==> src/hdl/rv_params.svh <==
`ifndef RV_PARAMS_SVH
`define RV_PARAMS_SVH

// address of the first fetch after reset.
`define RV_RESET_PC 32'h0000_1000

// next pc after any bus error response.
`define RV_TRAP_PC 32'h0000_0000

// integer register count.
`define RV_NREGS 32

`endif

==> src/hdl/rv_isa_pkg.sv <==
package rv_isa_pkg;

	// major opcodes of the supported rv32i subset.
	typedef enum logic [6:0] {
		OP_LUI    = 7'b0110111,
		OP_IMM    = 7'b0010011,
		OP_REG    = 7'b0110011,
		OP_LOAD   = 7'b0000011,
		OP_STORE  = 7'b0100011,
		OP_BRANCH = 7'b1100011,
		OP_JAL    = 7'b1101111
	} opcode_e;

	// alu functions; passb forwards the second operand.
	typedef enum logic [2:0] {
		ALU_ADD,
		ALU_SUB,
		ALU_AND,
		ALU_OR,
		ALU_XOR,
		ALU_PASSB
	} alu_op_e;

endpackage

==> src/hdl/rv_bus_pkg.sv <==
package rv_bus_pkg;

	// axi response codes, exokay is never returned.
	typedef enum logic [1:0] {
		RESP_OKAY   = 2'b00,
		RESP_SLVERR = 2'b10,
		RESP_DECERR = 2'b11
	} resp_e;

	// owner of the external port.
	typedef enum logic [1:0] {
		GNT_IDLE,
		GNT_FETCH,
		GNT_LSU
	} grant_e;

endpackage

==> src/hdl/rv_fetch.sv <==
`include "rv_params.svh"

module rv_fetch import rv_bus_pkg::*; (
	input  logic        clock,
	input  logic        arst_n,
	output logic        if_arvalid,
	output logic [31:0] if_araddr,
	input  logic        if_arready,
	input  logic        if_rvalid,
	input  logic [31:0] if_rdata,
	input  logic [1:0]  if_rresp,
	output logic        if_rready,
	input  logic        wb_valid,
	input  logic [31:0] next_pc,
	input  logic        bus_err,
	output logic [31:0] pc,
	output logic [31:0] inst,
	output logic        inst_valid,
	output logic        inst_err
);

	typedef enum logic [1:0] {F_IDLE, F_REQ, F_WAIT} fetch_state_e;

	fetch_state_e state;
	logic         started;

	assign if_arvalid = (state == F_REQ);
	assign if_araddr  = pc;
	assign if_rready  = (state == F_WAIT);

	always_ff @(posedge clock or negedge arst_n) begin
		if (!arst_n) begin
			state      <= F_IDLE;
			started    <= 1'b0;
			pc         <= `RV_RESET_PC;
			inst_valid <= 1'b0;
			inst_err   <= 1'b0;
		end else begin
			started    <= 1'b1;
			inst_valid <= 1'b0;
			// any error in the retiring instruction diverts to the trap handler.
			if (wb_valid)
				pc <= bus_err ? `RV_TRAP_PC : next_pc;
			case (state)
				// the very first fetch needs no write-back to start
				F_IDLE: if (wb_valid || !started)
					state <= F_REQ;
				F_REQ: if (if_arready)
					state <= F_WAIT;
				F_WAIT: if (if_rvalid) begin
					inst_valid <= 1'b1;
					inst_err   <= (if_rresp != RESP_OKAY);
					state      <= F_IDLE;
				end
				default: state <= F_IDLE;
			endcase
		end
	end

	always_ff @(posedge clock) begin
		if (if_rvalid && if_rready)
			inst <= if_rdata;
	end

endmodule

==> src/hdl/rv_execute.sv <==
module rv_execute import rv_isa_pkg::*; (
	input  logic [31:0] pc,
	input  logic [31:0] inst,
	input  logic [31:0] src1,
	input  logic [31:0] src2,
	output logic [4:0]  rs1,
	output logic [4:0]  rs2,
	output logic [4:0]  rd,
	output logic        rd_wen,
	output logic [31:0] result,
	output logic [31:0] next_pc,
	output logic        mem_ren,
	output logic        mem_wen,
	output logic [31:0] mem_addr,
	output logic [31:0] store_data
);

	opcode_e     opcode;
	alu_op_e     alu_op;
	logic [2:0]  funct3;
	logic [31:0] imm_i;
	logic [31:0] imm_s;
	logic [31:0] imm_b;
	logic [31:0] imm_u;
	logic [31:0] imm_j;
	logic [31:0] op_a;
	logic [31:0] op_b;
	logic [31:0] alu_out;
	logic [31:0] target;
	logic        take_branch;
	logic        is_jal;

	assign opcode = opcode_e'(inst[6:0]);
	assign funct3 = inst[14:12];
	assign rs1    = inst[19:15];
	assign rs2    = inst[24:20];
	assign rd     = inst[11:7];

	assign imm_i = {{20{inst[31]}}, inst[31:20]};
	assign imm_s = {{20{inst[31]}}, inst[31:25], inst[11:7]};
	assign imm_b = {{19{inst[31]}}, inst[31], inst[7], inst[30:25], inst[11:8], 1'b0};
	assign imm_u = {inst[31:12], 12'b0};
	assign imm_j = {{11{inst[31]}}, inst[31], inst[19:12], inst[20], inst[30:21], 1'b0};

	// decode, unknown encodings fall through with no side effects.
	always_comb begin
		alu_op      = ALU_ADD;
		op_a        = src1;
		op_b        = src2;
		rd_wen      = 1'b0;
		mem_ren     = 1'b0;
		mem_wen     = 1'b0;
		take_branch = 1'b0;
		is_jal      = 1'b0;
		case (opcode)
			OP_LUI: begin
				alu_op = ALU_PASSB;
				op_b   = imm_u;
				rd_wen = 1'b1;
			end
			OP_IMM: begin
				op_b   = imm_i;
				rd_wen = (funct3 == 3'b000);
			end
			OP_REG: begin
				rd_wen = 1'b1;
				case (funct3)
					3'b000: alu_op = inst[30] ? ALU_SUB : ALU_ADD;
					3'b100: alu_op = ALU_XOR;
					3'b110: alu_op = ALU_OR;
					3'b111: alu_op = ALU_AND;
					default: rd_wen = 1'b0;
				endcase
			end
			OP_LOAD: begin
				op_b    = imm_i;
				mem_ren = (funct3 == 3'b010);
				rd_wen  = (funct3 == 3'b010);
			end
			OP_STORE: begin
				op_b    = imm_s;
				mem_wen = (funct3 == 3'b010);
			end
			OP_BRANCH: begin
				if (funct3 == 3'b000)
					take_branch = (src1 == src2);
				else if (funct3 == 3'b001)
					take_branch = (src1 != src2);
			end
			OP_JAL: begin
				// link value pc + 4 comes out of the alu.
				op_a   = pc;
				op_b   = 32'd4;
				rd_wen = 1'b1;
				is_jal = 1'b1;
			end
			default: ;
		endcase
	end

	always_comb begin
		case (alu_op)
			ALU_SUB:   alu_out = op_a - op_b;
			ALU_AND:   alu_out = op_a & op_b;
			ALU_OR:    alu_out = op_a | op_b;
			ALU_XOR:   alu_out = op_a ^ op_b;
			ALU_PASSB: alu_out = op_b;
			default:   alu_out = op_a + op_b;
		endcase
	end

	assign target     = pc + (is_jal ? imm_j : imm_b);
	assign next_pc    = (is_jal || take_branch) ? target : pc + 32'd4;
	assign result     = alu_out;
	assign mem_addr   = alu_out;
	assign store_data = src2;

endmodule

==> src/hdl/rv_regfile.sv <==
`include "rv_params.svh"

module rv_regfile (
	input  logic        clock,
	input  logic        arst_n,
	input  logic [4:0]  rs1,
	input  logic [4:0]  rs2,
	input  logic [4:0]  rd,
	input  logic [31:0] wdata,
	input  logic        wen,
	output logic [31:0] rdata1,
	output logic [31:0] rdata2
);

	logic [31:0] regs [`RV_NREGS];

	// x0 is cleared by reset and never written, so it reads as zero.
	always_ff @(posedge clock or negedge arst_n) begin
		if (!arst_n) begin
			for (int i = 0; i < `RV_NREGS; i++)
				regs[i] <= 32'd0;
		end else if (wen && (rd != 5'd0)) begin
			regs[rd] <= wdata;
		end
	end

	assign rdata1 = regs[rs1];
	assign rdata2 = regs[rs2];

endmodule

==> src/hdl/rv_lsu.sv <==
module rv_lsu import rv_bus_pkg::*; (
	input  logic        clock,
	input  logic        arst_n,
	input  logic        inst_valid,
	input  logic        inst_err,
	input  logic        mem_ren,
	input  logic        mem_wen,
	input  logic [31:0] mem_addr,
	input  logic [31:0] store_data,
	input  logic [31:0] result,
	input  logic        rd_wen,
	output logic        ls_arvalid,
	output logic [31:0] ls_araddr,
	input  logic        ls_arready,
	input  logic        ls_rvalid,
	input  logic [31:0] ls_rdata,
	input  logic [1:0]  ls_rresp,
	output logic        ls_rready,
	output logic        ls_awvalid,
	output logic [31:0] ls_awaddr,
	input  logic        ls_awready,
	output logic        ls_wvalid,
	output logic [31:0] ls_wdata,
	output logic [3:0]  ls_wstrb,
	input  logic        ls_wready,
	input  logic        ls_bvalid,
	input  logic [1:0]  ls_bresp,
	output logic        ls_bready,
	output logic        wb_valid,
	output logic        bus_err,
	output logic [31:0] wb_data,
	output logic        wb_en
);

	typedef enum logic [2:0] {L_IDLE, L_LADDR, L_LDATA, L_STORE, L_SRESP} lsu_state_e;

	lsu_state_e  state;
	logic        aw_done;
	logic        w_done;
	logic [31:0] load_data;

	// execute outputs hold still until write-back, so payloads come straight from them.
	assign ls_arvalid = (state == L_LADDR);
	assign ls_araddr  = mem_addr;
	assign ls_rready  = (state == L_LDATA);
	assign ls_awvalid = (state == L_STORE) && !aw_done;
	assign ls_awaddr  = mem_addr;
	assign ls_wvalid  = (state == L_STORE) && !w_done;
	assign ls_wdata   = store_data;
	assign ls_wstrb   = 4'hf;
	assign ls_bready  = (state == L_SRESP);

	assign wb_data = mem_ren ? load_data : result;
	assign wb_en   = wb_valid && !bus_err && rd_wen;

	always_ff @(posedge clock or negedge arst_n) begin
		if (!arst_n) begin
			state    <= L_IDLE;
			aw_done  <= 1'b0;
			w_done   <= 1'b0;
			wb_valid <= 1'b0;
			bus_err  <= 1'b0;
		end else begin
			wb_valid <= 1'b0;
			case (state)
				L_IDLE: if (inst_valid) begin
					bus_err <= inst_err;
					aw_done <= 1'b0;
					w_done  <= 1'b0;
					// a failed fetch retires at once without touching memory.
					if (!inst_err && mem_ren)
						state <= L_LADDR;
					else if (!inst_err && mem_wen)
						state <= L_STORE;
					else
						wb_valid <= 1'b1;
				end
				L_LADDR: if (ls_arready)
					state <= L_LDATA;
				L_LDATA: if (ls_rvalid) begin
					bus_err  <= bus_err || (ls_rresp != RESP_OKAY);
					wb_valid <= 1'b1;
					state    <= L_IDLE;
				end
				L_STORE: begin
					// address and data may be taken in either order.
					if (ls_awready)
						aw_done <= 1'b1;
					if (ls_wready)
						w_done <= 1'b1;
					if ((aw_done || ls_awready) && (w_done || ls_wready))
						state <= L_SRESP;
				end
				L_SRESP: if (ls_bvalid) begin
					bus_err  <= bus_err || (ls_bresp != RESP_OKAY);
					wb_valid <= 1'b1;
					state    <= L_IDLE;
				end
				default: state <= L_IDLE;
			endcase
		end
	end

	always_ff @(posedge clock) begin
		if (ls_rvalid && ls_rready)
			load_data <= ls_rdata;
	end

endmodule

==> src/hdl/rv_bus_arbiter.sv <==
module rv_bus_arbiter import rv_bus_pkg::*; (
	input  logic        clock,
	input  logic        arst_n,

	input  logic        if_arvalid,
	input  logic [31:0] if_araddr,
	output logic        if_arready,
	output logic        if_rvalid,
	output logic [31:0] if_rdata,
	output logic [1:0]  if_rresp,
	input  logic        if_rready,

	input  logic        ls_arvalid,
	input  logic [31:0] ls_araddr,
	output logic        ls_arready,
	output logic        ls_rvalid,
	output logic [31:0] ls_rdata,
	output logic [1:0]  ls_rresp,
	input  logic        ls_rready,
	input  logic        ls_awvalid,
	input  logic [31:0] ls_awaddr,
	output logic        ls_awready,
	input  logic        ls_wvalid,
	input  logic [31:0] ls_wdata,
	input  logic [3:0]  ls_wstrb,
	output logic        ls_wready,
	output logic        ls_bvalid,
	output logic [1:0]  ls_bresp,
	input  logic        ls_bready,

	output logic        mem_arvalid,
	output logic [31:0] mem_araddr,
	input  logic        mem_arready,
	input  logic        mem_rvalid,
	input  logic [31:0] mem_rdata,
	input  logic [1:0]  mem_rresp,
	output logic        mem_rready,
	output logic        mem_awvalid,
	output logic [31:0] mem_awaddr,
	input  logic        mem_awready,
	output logic        mem_wvalid,
	output logic [31:0] mem_wdata,
	output logic [3:0]  mem_wstrb,
	input  logic        mem_wready,
	input  logic        mem_bvalid,
	input  logic [1:0]  mem_bresp,
	output logic        mem_bready
);

	grant_e grant;
	grant_e sel;

	// while idle a new request is routed at once, the grant follows on the next edge.
	always_comb begin
		sel = grant;
		if (grant == GNT_IDLE) begin
			if (if_arvalid)
				sel = GNT_FETCH;
			else if (ls_arvalid || ls_awvalid || ls_wvalid)
				sel = GNT_LSU;
		end
	end

	always_ff @(posedge clock or negedge arst_n) begin
		if (!arst_n)
			grant <= GNT_IDLE;
		else if (grant == GNT_IDLE)
			grant <= sel;
		else if ((mem_rvalid && mem_rready) || (mem_bvalid && mem_bready))
			grant <= GNT_IDLE;
	end

	// request side follows sel.
	assign mem_arvalid = (sel == GNT_FETCH) ? if_arvalid : (sel == GNT_LSU) && ls_arvalid;
	assign mem_araddr  = (sel == GNT_LSU) ? ls_araddr : if_araddr;
	assign mem_awvalid = (sel == GNT_LSU) && ls_awvalid;
	assign mem_awaddr  = ls_awaddr;
	assign mem_wvalid  = (sel == GNT_LSU) && ls_wvalid;
	assign mem_wdata   = ls_wdata;
	assign mem_wstrb   = ls_wstrb;
	assign if_arready  = (sel == GNT_FETCH) && mem_arready;
	assign ls_arready  = (sel == GNT_LSU) && mem_arready;
	assign ls_awready  = (sel == GNT_LSU) && mem_awready;
	assign ls_wready   = (sel == GNT_LSU) && mem_wready;

	// responses only reach the registered owner.
	assign mem_rready = (grant == GNT_FETCH) ? if_rready : (grant == GNT_LSU) && ls_rready;
	assign mem_bready = (grant == GNT_LSU) && ls_bready;
	assign if_rvalid  = (grant == GNT_FETCH) && mem_rvalid;
	assign if_rdata   = mem_rdata;
	assign if_rresp   = mem_rresp;
	assign ls_rvalid  = (grant == GNT_LSU) && mem_rvalid;
	assign ls_rdata   = mem_rdata;
	assign ls_rresp   = mem_rresp;
	assign ls_bvalid  = (grant == GNT_LSU) && mem_bvalid;
	assign ls_bresp   = mem_bresp;

endmodule

==> src/hdl/rv_core.sv <==
module rv_core (
	input  logic        clock,
	input  logic        arst_n,

	output logic        mem_arvalid,
	output logic [31:0] mem_araddr,
	input  logic        mem_arready,
	input  logic        mem_rvalid,
	input  logic [31:0] mem_rdata,
	input  logic [1:0]  mem_rresp,
	output logic        mem_rready,

	output logic        mem_awvalid,
	output logic [31:0] mem_awaddr,
	input  logic        mem_awready,
	output logic        mem_wvalid,
	output logic [31:0] mem_wdata,
	output logic [3:0]  mem_wstrb,
	input  logic        mem_wready,
	input  logic        mem_bvalid,
	input  logic [1:0]  mem_bresp,
	output logic        mem_bready
);

	logic        if_arvalid;
	logic [31:0] if_araddr;
	logic        if_arready;
	logic        if_rvalid;
	logic [31:0] if_rdata;
	logic [1:0]  if_rresp;
	logic        if_rready;

	logic        ls_arvalid;
	logic [31:0] ls_araddr;
	logic        ls_arready;
	logic        ls_rvalid;
	logic [31:0] ls_rdata;
	logic [1:0]  ls_rresp;
	logic        ls_rready;
	logic        ls_awvalid;
	logic [31:0] ls_awaddr;
	logic        ls_awready;
	logic        ls_wvalid;
	logic [31:0] ls_wdata;
	logic [3:0]  ls_wstrb;
	logic        ls_wready;
	logic        ls_bvalid;
	logic [1:0]  ls_bresp;
	logic        ls_bready;

	logic [31:0] pc;
	logic [31:0] inst;
	logic        inst_valid;
	logic        inst_err;
	logic [31:0] next_pc;
	logic        wb_valid;
	logic        bus_err;

	logic [4:0]  rs1;
	logic [4:0]  rs2;
	logic [4:0]  rd;
	logic        rd_wen;
	logic [31:0] src1;
	logic [31:0] src2;
	logic [31:0] result;
	logic        mem_ren;
	logic        mem_wen;
	logic [31:0] mem_addr;
	logic [31:0] store_data;
	logic [31:0] wb_data;
	logic        wb_en;

	rv_fetch u_fetch (
		.clock(clock),
		.arst_n(arst_n),
		.if_arvalid(if_arvalid),
		.if_araddr(if_araddr),
		.if_arready(if_arready),
		.if_rvalid(if_rvalid),
		.if_rdata(if_rdata),
		.if_rresp(if_rresp),
		.if_rready(if_rready),
		.wb_valid(wb_valid),
		.next_pc(next_pc),
		.bus_err(bus_err),
		.pc(pc),
		.inst(inst),
		.inst_valid(inst_valid),
		.inst_err(inst_err)
	);

	rv_execute u_execute (
		.pc(pc),
		.inst(inst),
		.src1(src1),
		.src2(src2),
		.rs1(rs1),
		.rs2(rs2),
		.rd(rd),
		.rd_wen(rd_wen),
		.result(result),
		.next_pc(next_pc),
		.mem_ren(mem_ren),
		.mem_wen(mem_wen),
		.mem_addr(mem_addr),
		.store_data(store_data)
	);

	rv_regfile u_regfile (
		.clock(clock),
		.arst_n(arst_n),
		.rs1(rs1),
		.rs2(rs2),
		.rd(rd),
		.wdata(wb_data),
		.wen(wb_en),
		.rdata1(src1),
		.rdata2(src2)
	);

	rv_lsu u_lsu (
		.clock(clock),
		.arst_n(arst_n),
		.inst_valid(inst_valid),
		.inst_err(inst_err),
		.mem_ren(mem_ren),
		.mem_wen(mem_wen),
		.mem_addr(mem_addr),
		.store_data(store_data),
		.result(result),
		.rd_wen(rd_wen),
		.ls_arvalid(ls_arvalid),
		.ls_araddr(ls_araddr),
		.ls_arready(ls_arready),
		.ls_rvalid(ls_rvalid),
		.ls_rdata(ls_rdata),
		.ls_rresp(ls_rresp),
		.ls_rready(ls_rready),
		.ls_awvalid(ls_awvalid),
		.ls_awaddr(ls_awaddr),
		.ls_awready(ls_awready),
		.ls_wvalid(ls_wvalid),
		.ls_wdata(ls_wdata),
		.ls_wstrb(ls_wstrb),
		.ls_wready(ls_wready),
		.ls_bvalid(ls_bvalid),
		.ls_bresp(ls_bresp),
		.ls_bready(ls_bready),
		.wb_valid(wb_valid),
		.bus_err(bus_err),
		.wb_data(wb_data),
		.wb_en(wb_en)
	);

	rv_bus_arbiter u_arbiter (
		.clock(clock),
		.arst_n(arst_n),
		.if_arvalid(if_arvalid),
		.if_araddr(if_araddr),
		.if_arready(if_arready),
		.if_rvalid(if_rvalid),
		.if_rdata(if_rdata),
		.if_rresp(if_rresp),
		.if_rready(if_rready),
		.ls_arvalid(ls_arvalid),
		.ls_araddr(ls_araddr),
		.ls_arready(ls_arready),
		.ls_rvalid(ls_rvalid),
		.ls_rdata(ls_rdata),
		.ls_rresp(ls_rresp),
		.ls_rready(ls_rready),
		.ls_awvalid(ls_awvalid),
		.ls_awaddr(ls_awaddr),
		.ls_awready(ls_awready),
		.ls_wvalid(ls_wvalid),
		.ls_wdata(ls_wdata),
		.ls_wstrb(ls_wstrb),
		.ls_wready(ls_wready),
		.ls_bvalid(ls_bvalid),
		.ls_bresp(ls_bresp),
		.ls_bready(ls_bready),
		.mem_arvalid(mem_arvalid),
		.mem_araddr(mem_araddr),
		.mem_arready(mem_arready),
		.mem_rvalid(mem_rvalid),
		.mem_rdata(mem_rdata),
		.mem_rresp(mem_rresp),
		.mem_rready(mem_rready),
		.mem_awvalid(mem_awvalid),
		.mem_awaddr(mem_awaddr),
		.mem_awready(mem_awready),
		.mem_wvalid(mem_wvalid),
		.mem_wdata(mem_wdata),
		.mem_wstrb(mem_wstrb),
		.mem_wready(mem_wready),
		.mem_bvalid(mem_bvalid),
		.mem_bresp(mem_bresp),
		.mem_bready(mem_bready)
	);

endmodule

==> config.mk <==
export PLATFORM = sky130hd
export DESIGN_NAME = rv_core
export DESIGN_NICKNAME = d
export VERILOG_FILES = /design/src/hdl/rv_isa_pkg.sv /design/src/hdl/rv_bus_pkg.sv /design/src/hdl/rv_fetch.sv /design/src/hdl/rv_execute.sv /design/src/hdl/rv_regfile.sv /design/src/hdl/rv_lsu.sv /design/src/hdl/rv_bus_arbiter.sv /design/src/hdl/rv_core.sv
export VERILOG_INCLUDE_DIRS = /design/src /design/src/hdl
export SDC_FILE = /design/constraint.sdc
export NUM_CORES = 2
export LEC_CHECK = 0
export BUFFER_PORTS_ARGS = -buffer_cell sky130_fd_sc_hd__buf_2
export CAP_MARGIN = 10
export CORE_ASPECT_RATIO = 0.5
export CORE_MARGIN = 2
export CORE_UTILIZATION = 30
export DETAILED_ROUTE_END_ITERATION = 10
export PLACE_DENSITY = 0.49
export SLEW_MARGIN = 25
export SYNTH_ARGS = -nofsm -noshare
export SYNTH_HDL_FRONTEND = slang
export SYNTH_SLANG_ARGS = --single-unit
==> constraint.sdc <==
create_clock -name clock -period 7 [get_ports clock]
set_input_delay 1.75 -clock clock [delete_from_list [all_inputs] [get_ports clock]]
set_output_delay 1.75 -clock clock [all_outputs]
set_load 0.01 [all_outputs]
Word level (Yosys, flattened, before mapping)
Cells that the tools add are included.
{"block": "word_totals", "ff_bits": 1134, "inputBits": 43, "output_inout_bits": 105}
{"block": "op_classes", "n_addsub": 4, "n_lt_le_gt_ge": 4, "eq_ne": 40, "muxes": 64, "bitwise": 6, "n_reduce_logical": 58}
{"op": "1024-bit bitwise mux", "n": 1}
{"op": "32-bit binary-select mux with 5-bit select", "n": 2}
{"op": "32-bit 2-to-1 mux", "n": 10}
{"op": "32-bit demux with 5-bit select", "n": 1}
{"op": "32-bit case mux with 5 select lines", "n": 1}
{"op": "32-bit case mux with 4 select lines", "n": 1}
{"op": "32-bit adder", "n": 2}
{"op": "32-bit by 3-bit adder with 32-bit output, second input constant", "n": 1}
{"op": "32-bit bitwise AND", "n": 1}
{"op": "32-bit equality test", "n": 1}
{"op": "32-bit inequality test", "n": 1}
{"op": "32-bit OR", "n": 1}
{"op": "32-bit subtractor", "n": 1}
{"op": "32-bit bitwise XOR", "n": 1}
{"op": "1-bit logical AND", "n": 25}
{"op": "1-bit 2-to-1 mux", "n": 23}
{"op": "7-bit by 6-bit equality test with 1-bit output, second input constant", "n": 3}
{"op": "3-bit 2-to-1 mux", "n": 7}
{"op": "20-bit 2-to-1 mux", "n": 1}
{"op": "3-bit equality test, second input constant", "n": 6}
{"op": "6-bit >= comparator, second input constant", "n": 3}
{"op": "5-bit NOT with 6-bit output", "n": 3}
{"op": "2-bit 2-to-1 mux", "n": 8}
{"op": "3-bit by 2-bit equality test with 1-bit output, second input constant", "n": 5}
{"op": "30 further kinds", "n": 67}

Logic depth before layout (Yosys ltp)
{"block": "depth", "word_depth": 13, "ltp_mapped": 30, "ltp_nobuf": 24}

Hierarchy
From an unflattened synthesis, not the netlist that was laid out.
{"block": "hier_totals", "cells_unflattened": 6481, "hier_area_um2": 71456.0}
{"mod": "rv_regfile", "instances": 1, "cells_each": 4601, "area_each_um2": 55931.1, "seq_area_each_um2": 25624.6}
{"mod": "rv_execute", "instances": 1, "cells_each": 1238, "area_each_um2": 8546.9, "seq_area_each_um2": 0.0}
{"mod": "rv_fetch", "instances": 1, "cells_each": 215, "area_each_um2": 2770.2, "seq_area_each_um2": 1888.1}
{"mod": "rv_lsu", "instances": 1, "cells_each": 226, "area_each_um2": 2551.2, "seq_area_each_um2": 1136.1}
{"mod": "rv_bus_arbiter", "instances": 1, "cells_each": 201, "area_each_um2": 1656.6, "seq_area_each_um2": 50.0}

Worst setup path after synthesis
No wires, ideal clock.
{"block": "synth_timing", "path_type": "register to output", "start": "register u_fetch.inst[20]", "end": "output mem_araddr[30]", "t_arrival_ns": 5.650, "required_time_ns": 5.250, "slack_ns": -0.400, "path_stages_with_launch": 24, "path_cell_list": "edfxtp_1 -> buf_4 -> and2_1 -> buf_2 -> buf_2 -> a22oi_1 -> a21oi_1 -> nor4_1 -> a22oi_1 -> ha_1 -> a21oi_1 -> fa_1 -> a21o_1 -> a21o_1 -> a2111oi_0 -> o21bai_1 -> a41o_1 -> o221a_2 -> a31oi_1 -> o21ai_0 -> xnor2_1 -> o21ai_0 -> nor2_1 -> a21oi_1"}
{"block": "synth_via", "elab_chain_len": 8, "elab_cells_between_ends": 12}
{"element": "start: declaration", "line": "rv_fetch.sv:17", "text": "output logic [31:0] inst,"}
{"element": "start signal: assignment", "line": "rv_fetch.sv:62", "text": "inst <= if_rdata;"}
{"element": "5-bit NOT with 6-bit output (not written as such) (*)", "line": "rv_regfile.sv:28", "text": "assign rdata2 = regs[rs2];"}
{"element": "32-bit binary-select mux with 5-bit select (*)", "line": "rv_regfile.sv:28"}
{"element": "32-bit 2-to-1 mux (not written as such) (*) (2 in series)", "line": "rv_regfile.sv:28"}
{"element": "via mem_wdata[1]", "line": "rv_core.sv:17", "text": "output logic [31:0] mem_wdata,"}
{"element": "32-bit case mux with 4 select lines (*)", "line": "rv_execute.sv:55", "text": "case (opcode)"}
{"element": "32-bit adder / 32-bit subtractor (equally long branches)", "line": "rv_execute.sv:108, rv_execute.sv:103"}
{"element": "32-bit case mux with 5 select lines (*)", "line": "rv_execute.sv:102", "text": "case (alu_op)"}
{"element": "via mem_awaddr[30]", "line": "rv_core.sv:14", "text": "output logic [31:0] mem_awaddr,"}
{"element": "32-bit 2-to-1 mux (*)", "line": "rv_bus_arbiter.sv:75", "text": "assign mem_araddr = (sel == GNT_LSU) ? ls_araddr : if_araddr;"}
{"element": "end: declaration", "line": "rv_core.sv:6", "text": "output logic [31:0] mem_araddr,"}
The timed path passes the listed nets; every way through them passes the cells marked *. The select of a mux whose other input is x is not followed.

Worst setup path after layout
{"block": "layout_timing", "start": "register u_fetch.inst[24]", "end": "output mem_araddr[30]"}
{"block": "layout_via", "elab_chain_len": 8, "elab_cells_between_ends": 12}
{"element": "5-bit NOT with 6-bit output (not written as such)", "line": "rv_regfile.sv:28"}
{"element": "32-bit binary-select mux with 5-bit select", "line": "rv_regfile.sv:28"}
{"element": "32-bit 2-to-1 mux (not written as such) (2 in series)", "line": "rv_regfile.sv:28"}
{"element": "32-bit case mux with 4 select lines (*)", "line": "rv_execute.sv:55"}
{"element": "32-bit adder (tied with other cells)", "line": "rv_execute.sv:108", "text": "default: alu_out = op_a + op_b;"}
{"element": "32-bit case mux with 5 select lines (*)", "line": "rv_execute.sv:102"}
{"element": "32-bit 2-to-1 mux (*)", "line": "rv_bus_arbiter.sv:75"}
Every way passes the cells marked *; elsewhere a longest branch is shown, timed or not. The select of a mux whose other input is x is not followed.

==> results.md <==
- Outcome: finished with violations
- Failing checks: setup timing
- Arrival time of data at the critical path endpoint: 6.60 ns
- Vias per cell: 5.57
- Finished Layout Cells: 10500
- Placeable Area: 0.215 mm2
- Layout fillers: 21350
- Area delta synth->final: 29.2%
- FF-to-FF path depth: 29
- Yosys warns: 0
- Fmax: 120 MHz
- Crit-path max FO: 5
- RSZ-0062 raised after global routing: true
- Tightest Hold Check Type: register to register
- Die area: 0.221 mm2
- Maximum vdd ir drop: 0.213 mV
- Layout net count: 7695
- Crit share post-route: 119%
- Detail Placement HPWL: 205 mm
- Area of the multi-input gates: 0.0351 mm2
- Vias in the first global route: 55838
- Clock Latency Late Sink: 0.81 ns
- Async S/R FF share, synth: 94.4%
- Clk slew on worst S/H paths: 0.06 ns
- CTS tree: done
- Relative slew margins: 25.4%
- WL per Instance: 28.5 um
- Register area share after synthesis: 44.0%
- Most used DFF post-synth: dfrtp_1
- Die height: 334 um
- DIE WIDTH: 663 um
- DRC Markers: 0
- Number of port buffers: 143
- Worst path required time: 5.25 ns
- Post-Synthesis Cells: 6647
- GP Congestion: 0.944
- Initial antenna violation count: 18
- Clock net sink count: 1133
- Leakage: 0.0384 uW
- FF+latch area: 0.0287 mm2
- Drt first pass iters: 6
- H-tree Lvls: 3
- Max Cap Viol: 0
- Root Driver: clkbuf_16
- Initial core utilization: 30.3%
- Power Dens Cells: 162 mW/mm2
- Row Count: 120
- Initial detailed-routing violation count: 6764
- Final WL: 299 mm
- Fin crit period: 8.35 ns
- Clk buf depth: 3
- Synth Cell Area: 0.0652 mm2
- Largest net degree at the start of global routing: 150
- Inst Count DP: 10167
- Setup TNS: -45.54 ns
- Via count: 58507
- Hold Vio Cnt, Final: 0
- Proportion of layout cells with a drive suffix above 1: 28.8%
- Synth Register Bits: 1133
- Number of synthesized flops with an enable pin: 64
- GRT overflow: 0
- Post-DRT Antenna Nets: 0
- Post-route setup slack: -1.35 ns
- All-Layer GR Usage: 26.3%
- Slew Limit Fails: 0
- Critical Path Source Type: register
- Count of different cell masters after synthesis: 94
- Clock Skew: 0.0714 ns
- Mapped Avg Cell Area: 9.81 um2
- Setup CP Type: register to output port
- Crit end category: output port
- CTS buffer count: 118
- First-pass GRT wire length: 423 mm
- Hold path depth: 0
- Worst-Margin Slew: 1.12 ns
- Io pins: 148
- Final setup fails: 51
## worst max-delay path, cell delays in order, from the launching register on
cell and delay [ns]:
edfxtp_1 0.47, buf_4 0.21, nor3b_2 0.52, buf_4 0.35, buf_4 0.21, a22oi_1 0.08
nand4_1 0.23, buf_4 0.34, nand2_1 0.16, nand2_1 0.19, inv_1 0.10, xnor2_1 0.14
ha_1 0.32, a21o_1 0.16, a21o_1 0.17, a21o_1 0.18, a211oi_2 0.29, o21ai_2 0.10
o221a_4 0.26, a31oi_4 0.16, buf_6 0.13, o21ai_4 0.06, xnor2_2 0.15, o21ai_2 0.16
nor2_1 0.07, a21oi_2 0.31, buf_4 0.18, buf_6 0.09
## sequential cells by signal, indices dropped and copies added (netlist names)
signal / cells
u_regfile.regs: 1024
u_fetch.inst: 32
u_lsu.load_data: 32
u_fetch.if_araddr: 31
u_lsu.state: 3
u_arbiter.grant: 2
u_fetch.state: 2
u_fetch.inst_err: 1
u_fetch.inst_valid: 1
u_fetch.started: 1
u_lsu.aw_done: 1
u_lsu.bus_err: 1
u_lsu.w_done: 1
u_lsu.wb_valid: 1
## area by class of cell
cell class | count | area share (%)
flip-flops and latches | 1133 | 34.0
multi-input cells | 4794 | 41.7
clock buffers | 169 | 4.07
diodes | 8 | 0.0238
inverters | 109 | 0.489
clock inverters | 53 | 0.787
repair buffers | 1367 | 14.6
well taps | 2867 | 4.26
## path summary, 6_finish.rpt
path	from	endpoint	slack, ns
min reg2reg	u_regfile.regs[1005]	u_regfile.regs[1005]	0.40
max in group asynchronous	arst_n	u_regfile.regs[87]	4.54
min in group asynchronous	arst_n	u_regfile.regs[625]	0.98
min	u_regfile.regs[1005]	u_regfile.regs[1005]	0.40
max	u_fetch.inst[24]	mem_araddr[30]	-1.35
max reg2reg	u_fetch.inst[24]	u_regfile.regs[340]	0.50
## Yosys cell counts, drive strengths merged (54+ instances only)
library cell / n / area share (%)
a22oi: 235 / 2.7
o22ai: 54 / 0.52
ha: 127 / 2.4
o21ai: 1000 / 7.7
mux2i: 553 / 8.5
nand3: 90 / 0.71
nor2: 325 / 1.9
edfxtp: 64 / 2.9
a21oi: 295 / 2.3
clkbuf: 444 / 2.6
xnor2: 88 / 1.2
nand2: 1104 / 6.4
dfrtp: 1068 / 41
inv: 108 / 0.62
mux4: 257 / 8.9
buf: 171 / 1.7
## stage by stage
step                total power, uW  instance area (um2)  hold WS, ns  setup slack (ns)  utilization [%]
detailed placement             6900                77000        0.384             -1.39             35.8
global route                  13900                84200        0.407             -1.53             39.2
floorplan                      6730                65300        0.415            0.0151                -
CTS                           13700                82800        0.398             -1.39             38.5
global placement               6900                77000        0.383             -1.37             35.8
finish                        13600                84200        0.398             -1.35             39.2
## placed cells by master, fill, tap and decap left out, types with 22 or more instances in the layout
cell	count
dfrtp_1	1068
nand2_1	1062
buf_4	1024
o21ai_0	968
mux2i_1	521
nor2_1	311
mux4_2	257
a21oi_1	247
a22oi_1	218
clkbuf_16	128
ha_1	121
buf_12	117
buf_2	112
inv_1	102
nand3_1	83
buf_6	80
xnor2_1	75
edfxtp_1	64
o22ai_1	47
a21o_1	47
a22o_1	46
o211ai_1	42
a221oi_1	42
a21oi_2	40
nand2b_1	36
and3_1	33
o31ai_2	32
nand2_4	30
mux2i_2	29
or2_2	28
clkinv_2	28
xor2_1	27
nor3_1	25
clkbuf_1	25
clkbuf_8	24
nand4_1	23
nor4_1	22
## logic make-up (layout without fill, tap and decap cells)
| family | after synthesis | count (layout) | synth area share (%) |
|---|---|---|---|
| AND/OR/NAND/NOR | 1801 | 1801 | 11.8 |
| multiplexers | 817 | 817 | 17.5 |
| other | 1 | 13 | 0.00575 |
| buffers and inverters | 724 | 1698 | 4.93 |
| adder cells (fa/ha/maj) | 129 | 129 | 2.50 |
| AO/OA/AOI/OAI | 1925 | 1925 | 17.7 |
| flip-flops | 1133 | 1133 | 44.0 |
| XOR/XNOR | 117 | 117 | 1.57 |
## power breakdown
group          internal, uW  switching, uW
Sequential             6600         0.0672
Clock                  3820           3010
Combinational          18.4            152
## layer usage
| layer | track usage, % | vias to the layer above | wire [um] |
|---|---|---|---|
| met5 | 0 | - | 69 |
| met4 | 8.51 | 10 | 10800 |
| met2 | 38.2 | 2666 | 125000 |
| met3 | 6.14 | 469 | 29400 |
| li1 | - | 25725 | - |
| met1 | 38.4 | 29637 | 134000 |
## repair_timing
item                       CTS  global route
setup endpoints to repair   55            55
buffers inserted            46            53
hold buffers                 0             0
gates cloned                 9             9
pin swaps                   66           134
resized for setup          228           154
Power figures use the tool's default switching activity.
